`config.mk`:
```
export PLATFORM = sky130hd
export DESIGN_NAME = apb_tx_regs
export DESIGN_NICKNAME = d
export VERILOG_FILES = /design/src/eth_tx_pkg.sv /design/src/apb_tx_regs.sv
export SDC_FILE = /design/constraint.sdc
export NUM_CORES = 1
export LEC_CHECK = 0
export BUFFER_PORTS_ARGS = -buffer_cell sky130_fd_sc_hd__buf_2
export CAP_MARGIN = 5
export CORE_ASPECT_RATIO = 0.75
export CORE_MARGIN = 1.5
export CORE_UTILIZATION = 30
export DETAILED_ROUTE_END_ITERATION = 8
export PLACE_DENSITY = 0.75
export SKIP_CTS_REPAIR_TIMING = 1
export SYNTH_ARGS = -nofsm -noshare
export SYNTH_HDL_FRONTEND = slang
export SYNTH_SLANG_ARGS = --single-unit
```
`constraint.sdc`:
```
create_clock -name apb -period 1.6 [get_ports apb]
set_input_delay 0.48 -clock apb [delete_from_list [all_inputs] [get_ports apb]]
set_output_delay 0.48 -clock apb [all_outputs]
set_load 0.01 [all_outputs]
```
`src/eth_tx_pkg.sv`:
```
`default_nettype none

package eth_tx_pkg;

	//////////////////////////////////////////////////
	// Widths

	// APB byte address and data word
	typedef logic [11:0] apb_addr_t;
	typedef logic [31:0] apb_data_t;

	// One frame byte
	typedef logic [7:0] byte_t;

	// Frame length in bytes, up to 2047
	typedef logic [10:0] frame_len_t;

	//////////////////////////////////////////////////
	// Register map

	// Bit 0 is the link state, read only
	localparam apb_addr_t reg_stat    = 12'h000;
	// Any written value closes the current frame
	localparam apb_addr_t reg_commit  = 12'h020;
	// Expected length of the frame being written
	localparam apb_addr_t reg_length  = 12'h040;
	// Single data word
	localparam apb_addr_t reg_tx_word = 12'h060;
	// Every address from here upward is data too
	localparam apb_addr_t reg_tx_buf  = 12'h080;

	//////////////////////////////////////////////////
	// Buses between the stages

	typedef struct packed {
		logic      psel;
		logic      penable;
		logic      pwrite;
		apb_addr_t paddr;
		apb_data_t pwdata;
		logic [3:0] pstrb;
	} apb_req_t;

	typedef struct packed {
		logic      pready;
		apb_data_t prdata;
		logic      pslverr;
	} apb_rsp_t;

	// Lanes counts the bytes that follow byte 0
	typedef struct packed {
		logic       valid;
		apb_data_t  data;
		logic [1:0] lanes;
	} word_wr_t;

	typedef struct packed {
		logic       len_valid;
		frame_len_t len;
		logic       commit;
	} ctl_wr_t;

	typedef struct packed {
		logic  valid;
		byte_t data;
	} byte_wr_t;

	typedef struct packed {
		logic       valid;
		frame_len_t len;
	} frame_commit_t;

	typedef struct packed {
		logic  start;
		logic  data_valid;
		byte_t data;
	} eth_tx_t;

endpackage

`default_nettype wire

```
`src/apb_tx_regs.sv`:
```
`default_nettype none

module apb_tx_regs (
	input  wire                    apb,
	input  wire                    arst_n,
	input  wire eth_tx_pkg::apb_req_t req,
	output eth_tx_pkg::apb_rsp_t   rsp,
	input  wire                    link_up,
	input  wire                    busy,
	input  wire                    almost_full,
	output eth_tx_pkg::word_wr_t   word_wr,
	output eth_tx_pkg::ctl_wr_t    ctl_wr
);

	import eth_tx_pkg::*;

	//////////////////////////////////////////////////
	// Access decode

	logic       access;
	logic       done;
	logic       is_data;
	logic [1:0] lanes_next;

	// Strobe registers for the serializer
	logic       word_valid_q;
	apb_data_t  word_data_q;
	logic [1:0] word_lanes_q;
	logic       len_valid_q;
	frame_len_t len_q;
	logic       commit_q;

	always_comb begin
		access = req.psel && req.penable;
		// Hold off while bytes drain or storage is nearly full
		done = access && !busy && !almost_full;
		is_data = (req.paddr == reg_tx_word) || (req.paddr >= reg_tx_buf);

		// Highest strobe lane sets the byte count
		if (req.pstrb[3]) begin
			lanes_next = 2'd3;
		end else if (req.pstrb[2]) begin
			lanes_next = 2'd2;
		end else if (req.pstrb[1]) begin
			lanes_next = 2'd1;
		end else begin
			lanes_next = 2'd0;
		end
	end

	// Readback and error response
	always_comb begin
		rsp.pready  = done;
		rsp.prdata  = '0;
		rsp.pslverr = 1'b0;
		if (done) begin
			if (req.pwrite) begin
				// Status is read only
				rsp.pslverr = (req.paddr == reg_stat);
			end else if (req.paddr == reg_stat) begin
				rsp.prdata = apb_data_t'(link_up);
			end else begin
				// Everything else is write only
				rsp.pslverr = 1'b1;
			end
		end
	end

	//////////////////////////////////////////////////
	// Strobes toward the serializer

	always_ff @(posedge apb or negedge arst_n) begin
		if (!arst_n) begin
			word_valid_q <= 1'b0;
			len_valid_q  <= 1'b0;
			commit_q     <= 1'b0;
		end else begin
			word_valid_q <= done && req.pwrite && is_data;
			len_valid_q  <= done && req.pwrite && (req.paddr == reg_length);
			commit_q     <= done && req.pwrite && (req.paddr == reg_commit);
		end
	end

	// Payload follows the strobe into the same cycle
	always_ff @(posedge apb) begin
		word_data_q  <= req.pwdata;
		word_lanes_q <= lanes_next;
		len_q        <= req.pwdata[10:0];
	end

	assign word_wr = '{valid: word_valid_q, data: word_data_q, lanes: word_lanes_q};
	assign ctl_wr  = '{len_valid: len_valid_q, len: len_q, commit: commit_q};

endmodule

`default_nettype wire

```
==> run_results.csv <==
group,metric,value,unit
cts,tritoncts,"yes",
critical_path,endpoint_kind,"output pin",
sta,final-setup-viol-count,2,
floorplan,start_util,31.1,%
cells_and_area,final_cells,267,
pwr,vdd_drop_max,0.478,mV
pwr,intPower,0.00148,W
cells_and_area,n_antenna_cell,0,
worst_hold_path,hold_end,"word_data_q[2]",
critical_path,worstSetupPathType,"input port to output pin",
drt,avgViaCountPerCell,3.60,
grt,grt_start_max_net_pins,13,
sta,maxSlewViolCount,0,
sta,whs,293,ps
sta,rsz0062_at_grt,"true",
floorplan,pin_count,138,
cts,cts_buffers,5,
outcome,status,"finished with violations",
synth,synth_top_area_share,54.0,%
sta,fin_crit,1920,ps
critical_path,path_common_cell,"buf_2",
drt,drc,0,
sta,hold_viol,0,
drt,routedWlPerCell,9.12,um
synth,synth.area.top_cells,"dfxtp_1, buf_4, dfrtp_1",
pwr,power_frac_seq,51.1,%
drt,vias,961,
cts,cts_max_level,2,
synth,ys_seq_elements,37,
cts,root_buffer,"clkbuf_8",
grt,grt_first_pass_wirelength,3.35,mm
sta,period_share,120,%
critical_path,cp_cell_sequence,"buf_2 > nor3_4 > nand4_4 > nor3_2 > mux2i_1 > buf_2",
worst_hold_path,hold_path_class,"input port to flip-flop",
synth,synthDistinctLibCells,18,
drt,ant_nets,0,
critical_path,required,1120,ps
placed_design,dp_hpwl,2.07,mm
pwr,power_leakage,1.02,nW
sta,fin_ws,-324,ps
cells_and_area,final_layout_size_suffix_gt1_share,62.3,%
sta,max_freq,520,MHz
synth,yosysWarnings,0,
synth,synth_top_area_cell,"dfxtp_1",
pwr,switchingPower,0.000442,W
critical_path,critPathArrivalTime,1440,ps
drt,drt-total-wl,2.43,mm
critical_path,crit_slowest_cell,"nor3_4",
floorplan,die_h,59.2,um
critical_path,critPathMaxFanout,3,
critical_path,slowest_delay,200,ps
pwr,p_per_area,1030,mW/mm^2
grt,grt_antenna_before_repair,0,
grt,grt_overflow,0,
synth,synthCells,105,
drt,dr.pass1.iters,2,
worst_hold_path,hold_depth,1,
critical_path,path_buf_inv,2,
floorplan,coreArea,0.00405,sq mm
outcome,violations,"setup timing",
job,maxCapViolations,0,
worst_hold_path,hold_path_startpoint,"req[6]",
pwr,p_clk_share,36.6,%
grt,grt_pass1_vias,788,
pwr,switching_share,23.0,%
critical_path,crit_path_start_kind,"input port",
cts,numClockSinks,37,
floorplan,row_count,20,
cts,clkTransAtPathRegs,70,ps
synth,syn_area,0.00126,sq mm
placed_design,io_buffers,105,
cts,clockBufferDepth,2,
grt,grt_usage,10.0,%
critical_path,cpLargestDelayFamily,"simple AND/OR/NAND/NOR gates",
cells_and_area,layout.nets,267,
pwr,comb_power_share,12.2,%
placed_design,dp.cells,257,
floorplan,die_area,0.00461,sq mm
synth,seq_area_frac_synth,59.9,%
synth,synth_area_per_cell,12.0,sq um
placed_design,gp_congestion,0.630,
floorplan,die_x,77.9,um
cells_and_area,synthToLayoutAreaGrowth,48.1,%
drt,dr.first_iter.drc_count,10,
-- layer usage --
metal / part of all wire [%] / GRT usage (%) / up-vias
li1: - / - / 471
met1: 32 / 9.21 / 409
met2: 51 / 17.9 / 75
met3: 16 / 6.62 / 6
met4: 1.2 / 3.90 / 0
met5: 0 / 0 / -
-- flip-flops by register name, indices dropped and copies added (netlist names) --
| register | count |
|---|---|
| commit_q | 1 |
| len_valid_q | 1 |
| word_data_q | 32 |
| word_lanes_q | 2 |
| word_valid_q | 1 |
-- per-stage QoR --
stage / area (sq um) / power (W) / TNS, ps / util (%) / setup slack [ps]
global placement: 1700 / 0.00122 / -613 / 41.8 / -314
detailed placement: 1700 / 0.00122 / -656 / 41.8 / -336
floorplan: 1390 / 0.00116 / -154 / - / -136
CTS: 1800 / 0.00194 / -668 / 44.4 / -341
global route: 1870 / 0.00204 / -777 / 46.1 / -440
finish: 1870 / 0.00192 / -574 / 46.1 / -324
-- cells in the final DEF (no fill, tap or decap), drive strengths merged, types with 2 or more instances in the layout --
cell type,count
nand2,2
dfxtp,34
and4,2
nand4,2
clkbuf,7
conb,31
dfrtp,3
inv,2
nor3,4
buf,114
nor2,4
-- area by class of cell --
class                   count  area [sq um]
fillers                   409          2190
inverters                   1          3.75
multi-input cells          51           307
repair buffers            115           628
clock inverters             1          8.76
well taps                  55          68.8
clock buffers               7          96.3
flip-flops and latches     37           756
-- cells in the mapped netlist --
library cell	count
a21o_1	1
a31oi_1	1
and4_1	2
buf_4	46
conb_1	1
dfrtp_1	3
dfxtp_1	34
inv_1	1
mux2i_1	1
nand2_1	2
nand2b_1	1
nand4_1	1
nand4_2	1
nor2_1	3
nor2_2	1
nor3_2	4
nor4b_2	1
or2_2	1
-- cell families after synthesis --
| family | count (synthesis) | synth area share (%) |
|---|---|---|
| AO/OA/AOI/OAI | 2 | 1.09 |
| buffers and inverters | 47 | 27.7 |
| flip-flops | 37 | 59.9 |
| multiplexers | 1 | 0.794 |
| other | 1 | 0.297 |
| AND/OR/NAND/NOR | 17 | 10.2 |
-- worst max-delay path by stage --
stage | end | start | depth (start not counted) | slack [ps]
2_1_floorplan | rsp[0] | req[37] | 4 | -140
3_3_place_gp | rsp[0] | req[37] | 6 | -310
3_5_place_dp | rsp[0] | req[37] | 6 | -340
4_1_cts | rsp[0] | req[37] | 6 | -340
5_1_grt | rsp[0] | req[36] | 6 | -440
6_report | rsp[0] | req[36] | 6 | -320
-- power by group through the flow --
stage               combinational, W  sequential, W  clock (W)
floorplan                   0.000131        0.00103          0
global placement            0.000217        0.00100          0
detailed placement          0.000222        0.00100          0
CTS                         0.000222       0.000981   0.000733
global route                0.000257       0.000984   0.000798
finish                      0.000235       0.000981   0.000702
Note: power is estimated with default switching activity, not from simulation.
