**src/eth_tx_pkg.sv**
```systemverilog
`default_nettype none

package eth_tx_pkg;

	//////////////////////////////////////////////////
	// Widths

	// APB byte address and data word
	typedef logic [11:0] apb_addr_t;
	typedef logic [31:0] apb_data_t;

	// One frame byte
	typedef logic [7:0] byte_t;

	// Frame length in bytes, up to 2047
	typedef logic [10:0] frame_len_t;

	//////////////////////////////////////////////////
	// Register map

	// Bit 0 is the link state, read only
	localparam apb_addr_t reg_stat    = 12'h000;
	// Any written value closes the current frame
	localparam apb_addr_t reg_commit  = 12'h020;
	// Expected length of the frame being written
	localparam apb_addr_t reg_length  = 12'h040;
	// Single data word
	localparam apb_addr_t reg_tx_word = 12'h060;
	// Every address from here upward is data too
	localparam apb_addr_t reg_tx_buf  = 12'h080;

	//////////////////////////////////////////////////
	// Buses between the stages

	typedef struct packed {
		logic      psel;
		logic      penable;
		logic      pwrite;
		apb_addr_t paddr;
		apb_data_t pwdata;
		logic [3:0] pstrb;
	} apb_req_t;

	typedef struct packed {
		logic      pready;
		apb_data_t prdata;
		logic      pslverr;
	} apb_rsp_t;

	// Lanes counts the bytes that follow byte 0
	typedef struct packed {
		logic       valid;
		apb_data_t  data;
		logic [1:0] lanes;
	} word_wr_t;

	typedef struct packed {
		logic       len_valid;
		frame_len_t len;
		logic       commit;
	} ctl_wr_t;

	typedef struct packed {
		logic  valid;
		byte_t data;
	} byte_wr_t;

	typedef struct packed {
		logic       valid;
		frame_len_t len;
	} frame_commit_t;

	typedef struct packed {
		logic  start;
		logic  data_valid;
		byte_t data;
	} eth_tx_t;

endpackage

`default_nettype wire

```
**src/tx_frame_sender.sv**
```systemverilog
`default_nettype none

module tx_frame_sender (
	input  wire                         apb,
	input  wire                         arst_n,
	input  wire                         tx_ready,
	input  wire                         hdr_empty,
	input  wire eth_tx_pkg::frame_len_t len_in,
	input  wire eth_tx_pkg::byte_t      data_in,
	output logic                        hdr_pop,
	output logic                        data_pop,
	output eth_tx_pkg::eth_tx_t         tx
);

	import eth_tx_pkg::*;

	typedef enum logic [1:0] {
		IDLE,
		POP,
		SEND
	} state_t;

	state_t     state;
	// Bytes popped so far in this frame
	frame_len_t byte_cnt;
	logic       start_q;
	logic       valid_q;

	//////////////////////////////////////////////////
	// Pops

	// MAC readiness only matters between frames
	assign hdr_pop  = (state == IDLE) && !hdr_empty && tx_ready;
	// One byte per cycle for the whole frame
	assign data_pop = (state == SEND);

	always_ff @(posedge apb or negedge arst_n) begin
		if (!arst_n) begin
			state    <= IDLE;
			byte_cnt <= '0;
			start_q  <= 1'b0;
			valid_q  <= 1'b0;
		end else begin
			start_q <= 1'b0;
			// Byte data lags its pop by one cycle
			valid_q <= data_pop;
			case (state)
				IDLE: begin
					if (hdr_pop) begin
						state <= POP;
					end
				end
				POP: begin
					// Length is valid now
					byte_cnt <= '0;
					if (len_in != '0) begin
						start_q <= 1'b1;
						state   <= SEND;
					end else begin
						state <= IDLE;
					end
				end
				SEND: begin
					byte_cnt <= byte_cnt + 1'b1;
					if (byte_cnt == len_in - 1'b1) begin
						state <= IDLE;
					end
				end
				default: begin
					state <= IDLE;
				end
			endcase
		end
	end

	// Output bus
	assign tx = '{start: start_q, data_valid: valid_q, data: data_in};

endmodule

`default_nettype wire

```
**config.mk**
```make
export PLATFORM = sky130hd
export DESIGN_NAME = tx_frame_sender
export DESIGN_NICKNAME = d
export VERILOG_FILES = /design/src/eth_tx_pkg.sv /design/src/tx_frame_sender.sv
export SDC_FILE = /design/constraint.sdc
export NUM_CORES = 1
export LEC_CHECK = 0
export BUFFER_PORTS_ARGS = -buffer_cell sky130_fd_sc_hd__buf_2
export CAP_MARGIN = 40
export CORE_MARGIN = 2
export CORE_UTILIZATION = 45
export CTS_BUF_LIST = sky130_fd_sc_hd__clkbuf_8
export DETAILED_ROUTE_END_ITERATION = 8
export GPL_ROUTABILITY_DRIVEN = 0
export PLACE_DENSITY_LB_ADDON = 0.2
export SETUP_SLACK_MARGIN = 0.02
export SLEW_MARGIN = 20
export SYNTH_ARGS = -nofsm -noshare
export SYNTH_HDL_FRONTEND = slang
export SYNTH_SLANG_ARGS = --single-unit
```
**constraint.sdc**
```tcl
create_clock -name apb -period 2.8 [get_ports apb]
set_clock_uncertainty 0.15 [all_clocks]
set_input_delay 0.56 -clock apb [delete_from_list [all_inputs] [get_ports apb]]
set_output_delay 0.56 -clock apb [all_outputs]
set_load 0.02 [all_outputs]
```
==> impl_metrics.json <==
{
  "avgViaCountPerCell": 5.56,
  "clkLatencyLatePin_ns": 0.25,
  "dpl_cell_area_sq_um": 1340,
  "worstMarginPinSlew_ns": 0.494,
  "num_io_pins": 35,
  "clkPwrFrac_pct": 22.6,
  "track_usage_pct": 17.9,
  "fp.dieW_um": 57.8,
  "final_nets": 191,
  "synthArstFlopShare_pct": 100,
  "postRouteAntennaNets": 0,
  "ctsResizeCount": 0,
  "wl_per_cell_um": 14.0,
  "drt_iter0_markers": 57,
  "r2r-end": "state[0]",
  "synth.distinct_cells": 48,
  "core_sq_um": 2760,
  "io_buffer_count": 18,
  "rrSetupSlack_ns": 0.66,
  "syn_area_sq_um": 1300,
  "drcViolationCount": 0,
  "ys.flop_type": "dfrtp_1",
  "synth_area_leader_cell": "dfrtp_1",
  "period_minus_slack_ns": 2.48,
  "num_vias": 1067,
  "start_kind": "input pin",
  "cts_setup_buffers": 0,
  "cpMaxStageDelayCell": "or4_1",
  "hpwl_um": 2120,
  "worstHoldPathType": "input pin to async pin",
  "sw_frac_of_total_pct": 39.5,
  "hold_viol_final": 0,
  "synthSimpleGateAreaFrac_pct": 21.4,
  "cts_hold_buffers": 0,
  "p_switching_w": 0.000305,
  "synthXorXnorAreaFrac_pct": 13.4,
  "tritoncts": "yes",
  "grt_max_degree": 16,
  "drv_cap": 0,
  "synth.avg_cell_area_sq_um": 8.57,
  "crit_required_ns": 2.82,
  "rsz0062_at_grt": "false",
  "r2r_start": "byte_cnt[5]",
  "grt_pass1_wl_um": 4580,
  "antenna_found_initial": 0,
  "cts_buffers": 3,
  "powerDensity_nw_per_um2": 558,
  "gr-total-overflow": 0,
  "drive_above_1_share_pct": 19.3,
  "ys_seq_elements": 15,
  "die_y_um": 57.8,
  "path_cells": "buf_2 -> or4_1 -> and3b_2 -> o2111ai_1 -> a31oi_1 -> buf_4 -> a211o_1 -> o211ai_1",
  "yosysWarnings": 0,
  "n_fill_cell": 265,
  "synth-compound-area-share_pct": 16.4,
  "reg2regPathDepth": 7,
  "status": "complete, no violations",
  "worstPathArrival_ns": 2.51,
  "slew_headroom_pct": 67.0,
  "root_buffer": "clkbuf_8",
  "cts_buffer_depth": 2,
  "syn_to_final_growth_pct": 6.34,
  "timing.critical_path.fanout_max": 7,
  "initial_core_util_pct": 47.2,
  "synth_adder_area_share_pct": 5.76,
  "critPathKind": "input pin to flip-flop",
  "setup_viol": 0,
  "cts.clk_slew.worst_paths_ns": 0.06,
  "synth-edff-count": 0,
  "synthTopCellsByArea": "dfrtp_1 (29%), xnor2_1 (6.7%), xor2_1 (6.7%), buf_4 (5.8%), ha_1 (5.8%)",
  "synth_mux_area_share_pct": 1.63,
  "synth_top_family_by_area": "simple AND/OR/NAND/NOR gates",
  "num_rows": 19,
  "seqPwrFrac_pct": 36.1,
  "p_leak_nw": 0.604,
  "dr.pass1.iters": 4,
  "cp-end-kind": "flip-flop",
  "grt_pass1_vias": 1013,
  "synth_nets": 181,
  "htreeDepth": 1,
  "num_antenna_cells": 0,
  "synth_top_area_share_pct": 28.8,
  "syn_inst": 152,
  "die-area_sq_um": 3340,
  "slew_viol_final": 0,
  "combPwrFrac_pct": 41.3,
  "p_int_w": 0.000468,
  "fmax_mhz": 402,
  "fin_area_sq_um": 1390,
  "ir_drop_mv": 0.441,
  "synth_seq_area_share_pct": 28.8,
  "fin_crit_sh_pct": 88.7,
  "clock_sinks": 15,
  "slowest_delay_ns": 0.67,
  "synthTopCellsByCount": "dfrtp_1 (15), nor2_1 (15), inv_1 (11), nand2_1 (11)",
  "totalWireLength_um": 2680,
  "fin_tns_setup_ns": 0
}
==> metal layers <==
layer  track usage (%)  vias to the layer above  routed length [um]  share of wire, %
met5                 0                        -                   0                 0
met4              8.64                        0                  70               2.6
met3              4.46                        9                 150               5.6
met2              26.0                       33                1220                45
met1              24.8                      481                1240                46
li1                  -                      544                   -                 -
==> layout by cell type, fill, tap and decap left out, drive strengths merged, types with 2 or more instances in the layout <==
cell type and instances:
clkbuf 3, nor2 15, nor2b 2, dfrtp 15
or4 2, a41oi 3, inv 12, o21ai 5
nor4 3, nor3 3, xor2 10, nand3 5
buf 22, nor3b 2, o31ai 2, nand2 11
or3 2, xnor2 10, nand4 3, ha 6
a21oi 5
==> how the worst max path moves through the flow <==
stage,from,to,slack (ns),cells after the start
detailed placement,len_in[1],state[1],0.05,7
finish,len_in[1],state[0],0.32,8
global route,len_in[1],state[1],0.16,7
global placement,len_in[1],state[1],0.09,7
CTS,len_in[1],state[0],0.32,8
floorplan,len_in[0],state[1],0.20,9
==> metrics by stage <==
| stage | total power [W] | utilization, % | instances | hold slack, ns | worst slack (ns) |
|---|---|---|---|---|---|
| final | 0.000772 | 50.2 | 192 | 0.0511 | 0.315 |
| after global routing | 0.000839 | 50.2 | 192 | 0.0724 | 0.160 |
| after CTS | 0.000785 | 50.2 | 192 | 0.0623 | 0.320 |
| after detailed placement | 0.000605 | 48.6 | 188 | 0.339 | 0.0519 |
| after global placement | 0.000591 | 48.6 | 188 | 0.332 | 0.0893 |
| after floorplan | 0.000550 | - | 152 | 0.114 | 0.201 |
==> cells by family (layout without fill, tap and decap cells) <==
logic type | after synthesis | after routing
XOR/XNOR | 20 | 20
multiplexers | 2 | 2
AND/OR/NAND/NOR | 53 | 53
flip-flops | 15 | 15
AO/OA/AOI/OAI | 28 | 28
buffers and inverters | 28 | 37
adder cells (fa/ha/maj) | 6 | 6
==> registers in the layout, indices dropped and copies added, names as in the netlist <==
| name | count |
|---|---|
| byte_cnt | 11 |
| start_q | 1 |
| state | 2 |
| valid_q | 1 |
==> layout make-up <==
type / count / area, sq um / share of cell area, %
clock buffers: 3 / 41.3 / 2.98
clock inverters: 1 / 3.75 / 0.271
inverters: 11 / 41.3 / 2.98
multi-input cells: 109 / 764 / 55.2
flip-flops and latches: 15 / 375 / 27.1
well taps: 31 / 38.8 / 2.80
repair buffers: 22 / 120 / 8.67
==> power groups by stage <==
| stage | logic [W] | clock network, W | registers, W |
|---|---|---|---|
| after floorplan | 0.000274 | 0 | 0.000276 |
| after global placement | 0.000310 | 0 | 0.000281 |
| after detailed placement | 0.000321 | 0 | 0.000284 |
| after CTS | 0.000322 | 0.000183 | 0.000280 |
| after global routing | 0.000362 | 0.000193 | 0.000284 |
| final | 0.000319 | 0.000174 | 0.000279 |
==> critical path: cells and delay by family <==
kind            cells  cell delay, ns
compound gates      4            0.70
buf+inv             2            0.30
simple gates        2            0.94
No activity file was read; power rests on OpenSTA's default activity.
