`config.mk`:
```
export PLATFORM = sky130hd
export DESIGN_NAME = tx_byte_serializer
export DESIGN_NICKNAME = d
export VERILOG_FILES = /design/src/eth_tx_pkg.sv /design/src/tx_byte_serializer.sv
export SDC_FILE = /design/constraint.sdc
export NUM_CORES = 1
export LEC_CHECK = 0
export ABC_AREA = 1
export BUFFER_PORTS_ARGS = -buffer_cell sky130_fd_sc_hd__buf_2
export CAP_MARGIN = 20
export CORE_MARGIN = 10
export CORE_UTILIZATION = 33
export DETAILED_ROUTE_END_ITERATION = 12
export PLACE_DENSITY = 0.56
export REMOVE_ABC_BUFFERS = 1
export SLEW_MARGIN = 10
export SYNTH_ARGS = -nofsm -noshare
export SYNTH_HDL_FRONTEND = slang
export SYNTH_SLANG_ARGS = --single-unit
export TNS_END_PERCENT = 50
```
`constraint.sdc`:
```
create_clock -name apb -period 2.2 [get_ports apb]
set_input_delay 0.22 -clock apb [delete_from_list [all_inputs] [get_ports apb]]
set_output_delay 0.22 -clock apb [all_outputs]
set_load 0.01 [all_outputs]
```
`src/eth_tx_pkg.sv`:
```
`default_nettype none

package eth_tx_pkg;

	//////////////////////////////////////////////////
	// Widths

	// APB byte address and data word
	typedef logic [11:0] apb_addr_t;
	typedef logic [31:0] apb_data_t;

	// One frame byte
	typedef logic [7:0] byte_t;

	// Frame length in bytes, up to 2047
	typedef logic [10:0] frame_len_t;

	//////////////////////////////////////////////////
	// Register map

	// Bit 0 is the link state, read only
	localparam apb_addr_t reg_stat    = 12'h000;
	// Any written value closes the current frame
	localparam apb_addr_t reg_commit  = 12'h020;
	// Expected length of the frame being written
	localparam apb_addr_t reg_length  = 12'h040;
	// Single data word
	localparam apb_addr_t reg_tx_word = 12'h060;
	// Every address from here upward is data too
	localparam apb_addr_t reg_tx_buf  = 12'h080;

	//////////////////////////////////////////////////
	// Buses between the stages

	typedef struct packed {
		logic      psel;
		logic      penable;
		logic      pwrite;
		apb_addr_t paddr;
		apb_data_t pwdata;
		logic [3:0] pstrb;
	} apb_req_t;

	typedef struct packed {
		logic      pready;
		apb_data_t prdata;
		logic      pslverr;
	} apb_rsp_t;

	// Lanes counts the bytes that follow byte 0
	typedef struct packed {
		logic       valid;
		apb_data_t  data;
		logic [1:0] lanes;
	} word_wr_t;

	typedef struct packed {
		logic       len_valid;
		frame_len_t len;
		logic       commit;
	} ctl_wr_t;

	typedef struct packed {
		logic  valid;
		byte_t data;
	} byte_wr_t;

	typedef struct packed {
		logic       valid;
		frame_len_t len;
	} frame_commit_t;

	typedef struct packed {
		logic  start;
		logic  data_valid;
		byte_t data;
	} eth_tx_t;

endpackage

`default_nettype wire

```
`src/tx_byte_serializer.sv`:
```
`default_nettype none

module tx_byte_serializer (
	input  wire                         apb,
	input  wire                         arst_n,
	input  wire                         link_up,
	input  wire eth_tx_pkg::word_wr_t   word_wr,
	input  wire eth_tx_pkg::ctl_wr_t    ctl_wr,
	output logic                        busy,
	output eth_tx_pkg::byte_wr_t        byte_wr,
	output eth_tx_pkg::frame_commit_t   frame_commit
);

	import eth_tx_pkg::*;

	// Up to three bytes waiting behind byte 0
	logic [23:0] pend_data;
	logic [1:0]  pend_cnt;

	// Bytes already issued and the length software expects
	frame_len_t wr_cnt;
	frame_len_t exp_len;

	logic       byte_valid_q;
	byte_t      byte_data_q;
	logic       commit_valid_q;
	frame_len_t commit_len_q;

	logic  want;
	logic  room;
	logic  emit;
	byte_t next_byte;

	//////////////////////////////////////////////////
	// Byte selection

	always_comb begin
		// New word wins since APB stalls until pending bytes are gone
		want      = word_wr.valid || (pend_cnt != 2'd0);
		next_byte = word_wr.valid ? word_wr.data[7:0] : pend_data[7:0];
		// Drop anything past the expected length
		room      = (wr_cnt < exp_len);
		emit      = want && room;
	end

	assign busy = (pend_cnt != 2'd0);

	//////////////////////////////////////////////////
	// Control state

	always_ff @(posedge apb or negedge arst_n) begin
		if (!arst_n) begin
			pend_cnt       <= 2'd0;
			wr_cnt         <= '0;
			exp_len        <= '0;
			byte_valid_q   <= 1'b0;
			commit_valid_q <= 1'b0;
		end else if (!link_up) begin
			// Link down flushes the partial frame
			pend_cnt       <= 2'd0;
			wr_cnt         <= '0;
			exp_len        <= '0;
			byte_valid_q   <= 1'b0;
			commit_valid_q <= 1'b0;
		end else begin
			byte_valid_q   <= emit;
			commit_valid_q <= 1'b0;

			if (emit) begin
				wr_cnt <= wr_cnt + 1'b1;
			end

			// Load a word or step through the one in hand
			if (word_wr.valid) begin
				pend_cnt <= word_wr.lanes;
			end else if (pend_cnt != 2'd0) begin
				pend_cnt <= pend_cnt - 1'b1;
			end

			if (ctl_wr.len_valid) begin
				exp_len <= ctl_wr.len;
			end

			// Commit queues the length unless nothing was written
			if (ctl_wr.commit) begin
				commit_valid_q <= (wr_cnt != '0);
				wr_cnt         <= '0;
				exp_len        <= '0;
				pend_cnt       <= 2'd0;
			end
		end
	end

	//////////////////////////////////////////////////
	// Payload registers

	always_ff @(posedge apb) begin
		if (want) begin
			byte_data_q <= next_byte;
		end
		// Lowest lane goes out first
		if (word_wr.valid) begin
			pend_data <= word_wr.data[31:8];
		end else begin
			pend_data <= {8'h00, pend_data[23:8]};
		end
		if (ctl_wr.commit) begin
			commit_len_q <= wr_cnt;
		end
	end

	assign byte_wr      = '{valid: byte_valid_q, data: byte_data_q};
	assign frame_commit = '{valid: commit_valid_q, len: commit_len_q};

endmodule

`default_nettype wire

```
==> results.sh <==
export IMPL_gr_usage_met1_pct=11.7
export IMPL_synth_edf_count=19
export IMPL_hold_path_class="in2reg"
export IMPL_cts_tree="yes"
export IMPL_hpwl_microns=5260
export IMPL_synth_async_reset_ratio_pct=37.7
export IMPL_synthTopCellsByCount="132 x nand2_1, 48 x inv_1, 29 x nand3_1, 26 x dfrtp_1, 24 x dfxtp_1"
export IMPL_ys_seq_area_share_pct=54.2
export IMPL_setup_violations_final=0
export IMPL_leakage_nw=2.08
export IMPL_path_buf_inv=0
export IMPL_synth_top_area_share_pct=20.7
export IMPL_dp_cells=567
export IMPL_path_clk_slew_ps=90
export IMPL_maxSlewHeadroom_pct=58.2
export IMPL_synth_area_leader_cell="dfrtp_1"
export IMPL_antenna_found_initial=0
export IMPL_min_period_ps=1900
export IMPL_synth_warnings=0
export IMPL_grt_pass1_wl_microns=11700
export IMPL_stdcell_count=584
export IMPL_drt_wl_total_microns=7030
export IMPL_drv_cap=0
export IMPL_clk_latency_ps=350
export IMPL_syn_inst=372
export IMPL_rows=35
export IMPL_io_pins=73
export IMPL_yosysMostFrequentCell="nand2_1"
export IMPL_core_area_sq_mm=0.00924
export IMPL_htree_levels=3
export IMPL_synth_area_leaders="dfrtp_1 21%, edfxtp_1 18%, nand2_1 16%"
export IMPL_rsz0062_at_grt="no"
export IMPL_maxSlewViolCount=0
export IMPL_die_w_microns=118
export IMPL_clock_skew_final_ps=12.6
export IMPL_wl_per_cell_microns=12.0
export IMPL_grt_max_degree=33
export IMPL_cts_buffer_depth=2
export IMPL_path_class="reg2reg"
export IMPL_firstDrtPassIters=4
export IMPL_synthesis_area_sq_mm=0.00314
export IMPL_grt_pass1_vias=2419
export IMPL_tns_ps=0
export IMPL_fin_nets=514
export IMPL_io_buffers=72
export IMPL_critical_path_max_stage_delay_ps=450
export IMPL_slowest_stage="dfrtp_1"
export IMPL_postSynthAreaPerCell_sq_um=8.45
export IMPL_power_density_mw_per_mm2=727
export IMPL_grt_busiest_layer="met2"
export IMPL_grt_overflow=0
export IMPL_drc=0
export IMPL_root_buffer="clkbuf_8"
export IMPL_avgViaCountPerCell=4.23
export IMPL_grt_usage_pct=10.2
export IMPL_critPathArrivalTime_ps=2150
export IMPL_path_common_cell="nand2_1"
export IMPL_end_kind="flip-flop"
export IMPL_crit_chain="ha_1 > nand2_1 > nor2_2 > nand2_1 > nor2_1 > nand2_1 > nand3_2 > nand2_1 > nand2_1 > nand2_1"
export IMPL_numClockSinks=69
export IMPL_status="finished, final reports clean"
export IMPL_synth_flop_cell="dfrtp_1"
export IMPL_die_h_microns=118
export IMPL_dieArea_sq_mm=0.0138
export IMPL_gp_congestion=0.819
export IMPL_cts_resized=0
export IMPL_use_met2_pct=17.2
export IMPL_critPathMaxFanout=13
export IMPL_fmax_mhz=526
export IMPL_drt_antenna_violating_nets=0
export IMPL_synth_distinct_cells=28
export IMPL_cts_buffers=9
export IMPL_syn_to_final_growth_pct=23.7
export IMPL_drt_first_iter_violations=66
export IMPL_start_util_pct=34.0
export IMPL_ys_seq_elements=69
export IMPL_crit_path_start_kind="flip-flop"
export IMPL_critPathRequiredTime_ps=2440
export IMPL_fillers=936
export IMPL_crit_family="simple AND/OR/NAND/NOR gates"
export IMPL_antenna_cells=0
export IMPL_hold_viol=0
export IMPL_num_vias=2472
export IMPL_drive_gt1_share_pct=23.5
export IMPL_met3_usage_pct=3.50
export IMPL_ir_drop_uv=324
export IMPL_max_slew_worst_pin_slew_ps=627
export IMPL_timing_final_crit_share_pct=86.5
==> timing repair <==
action | in CTS | in global routing
buffers inserted | 0 | 0
endpoints found under the hold margin | 26 | 0
hold buffers | 1 | 0
==> final cells by class <==
| class | count | area (sq um) | share of cell area (%) |
|---|---|---|---|
| multi-input combinational | 237 | 1170 | 30.0 |
| clock buffer | 10 | 149 | 3.83 |
| inverter | 50 | 188 | 4.83 |
| clock inverter | 6 | 73.8 | 1.90 |
| sequential | 69 | 1700 | 43.8 |
| tap | 129 | 161 | 4.15 |
| timing repair buffer | 83 | 445 | 11.5 |
==> placed cells by master (no fill, tap or decap), types with 2 or more instances in the layout <==
| cell type | count |
|---|---|
| a21oi_1 | 14 |
| buf_2 | 72 |
| buf_4 | 10 |
| clkbuf_8 | 9 |
| dfrtp_1 | 26 |
| dfxtp_1 | 24 |
| edfxtp_1 | 19 |
| ha_1 | 13 |
| inv_1 | 48 |
| inv_2 | 2 |
| inv_6 | 2 |
| nand2_1 | 132 |
| nand3_1 | 29 |
| nand3_2 | 2 |
| nand4_1 | 4 |
| nor2_1 | 11 |
| nor2_2 | 3 |
| nor3_1 | 3 |
| o21ai_0 | 13 |
| o22ai_1 | 2 |
| xor2_1 | 4 |
==> per-layer routing <==
metal	part of all wire, %	vias to the layer above
met4	1.3	0
met5	0	-
li1	-	1326
met2	48	60
met3	5.5	7
met1	45	1079
==> flip-flops by register name, indices dropped and copies added (netlist names) <==
| register | count |
|---|---|
| pend_cnt | 2 |
| byte_data_q | 8 |
| exp_len | 11 |
| wr_cnt | 11 |
| pend_data | 24 |
| commit_len_q | 11 |
| byte_valid_q | 1 |
| commit_valid_q | 1 |
==> metrics by stage <==
stage	hold slack (ps)	instance area, sq um	setup WS [ps]	total power, mW	util (%)
global placement	260	3650	408	1.71	39.5
floorplan	-75.6	3060	544	1.58	-
finish	50.1	3880	298	2.82	42.0
global route	36.7	3880	135	2.96	42.0
CTS	31.9	3880	297	2.87	42.0
detailed placement	276	3650	305	1.72	39.5
==> tightest hold or removal path, stage by stage <==
cell,delay [ps]
buf_2,70
nand2_1,40
inv_1,40
==> power by group <==
part | internal, mW | leakage, nW | switching, mW | total [mW]
clock network | 0.611 | 0.115 | 0.527 | 1.14
registers | 1.38 | 0.755 | 0.0203 | 1.40
logic | 0.108 | 1.21 | 0.173 | 0.281
==> worst paths after layout <==
check	start	end	slack (ps)	cells past startpoint
setup / recovery	wr_cnt[10]	wr_cnt[6]	300	10
min in group asynchronous	arst_n	exp_len[4]	430	2
setup reg to reg	wr_cnt[10]	wr_cnt[6]	300	10
hold reg to reg	pend_data[21]	pend_data[13]	420	2
hold / removal	word_wr[30]	pend_data[20]	50	3
max in group asynchronous	arst_n	byte_valid_q	1350	2
==> kinds of logic (layout without fill, tap and decap cells) <==
family,Yosys count,in the layout,share of synthesized area (%)
simple gates,188,188,25.4
flops,69,69,54.2
buf+inv,66,149,8.72
fa+ha+maj,13,13,5.18
xor+xnor,4,4,1.11
compound gates,32,32,5.46
Note: power is estimated with default switching activity, not from simulation.
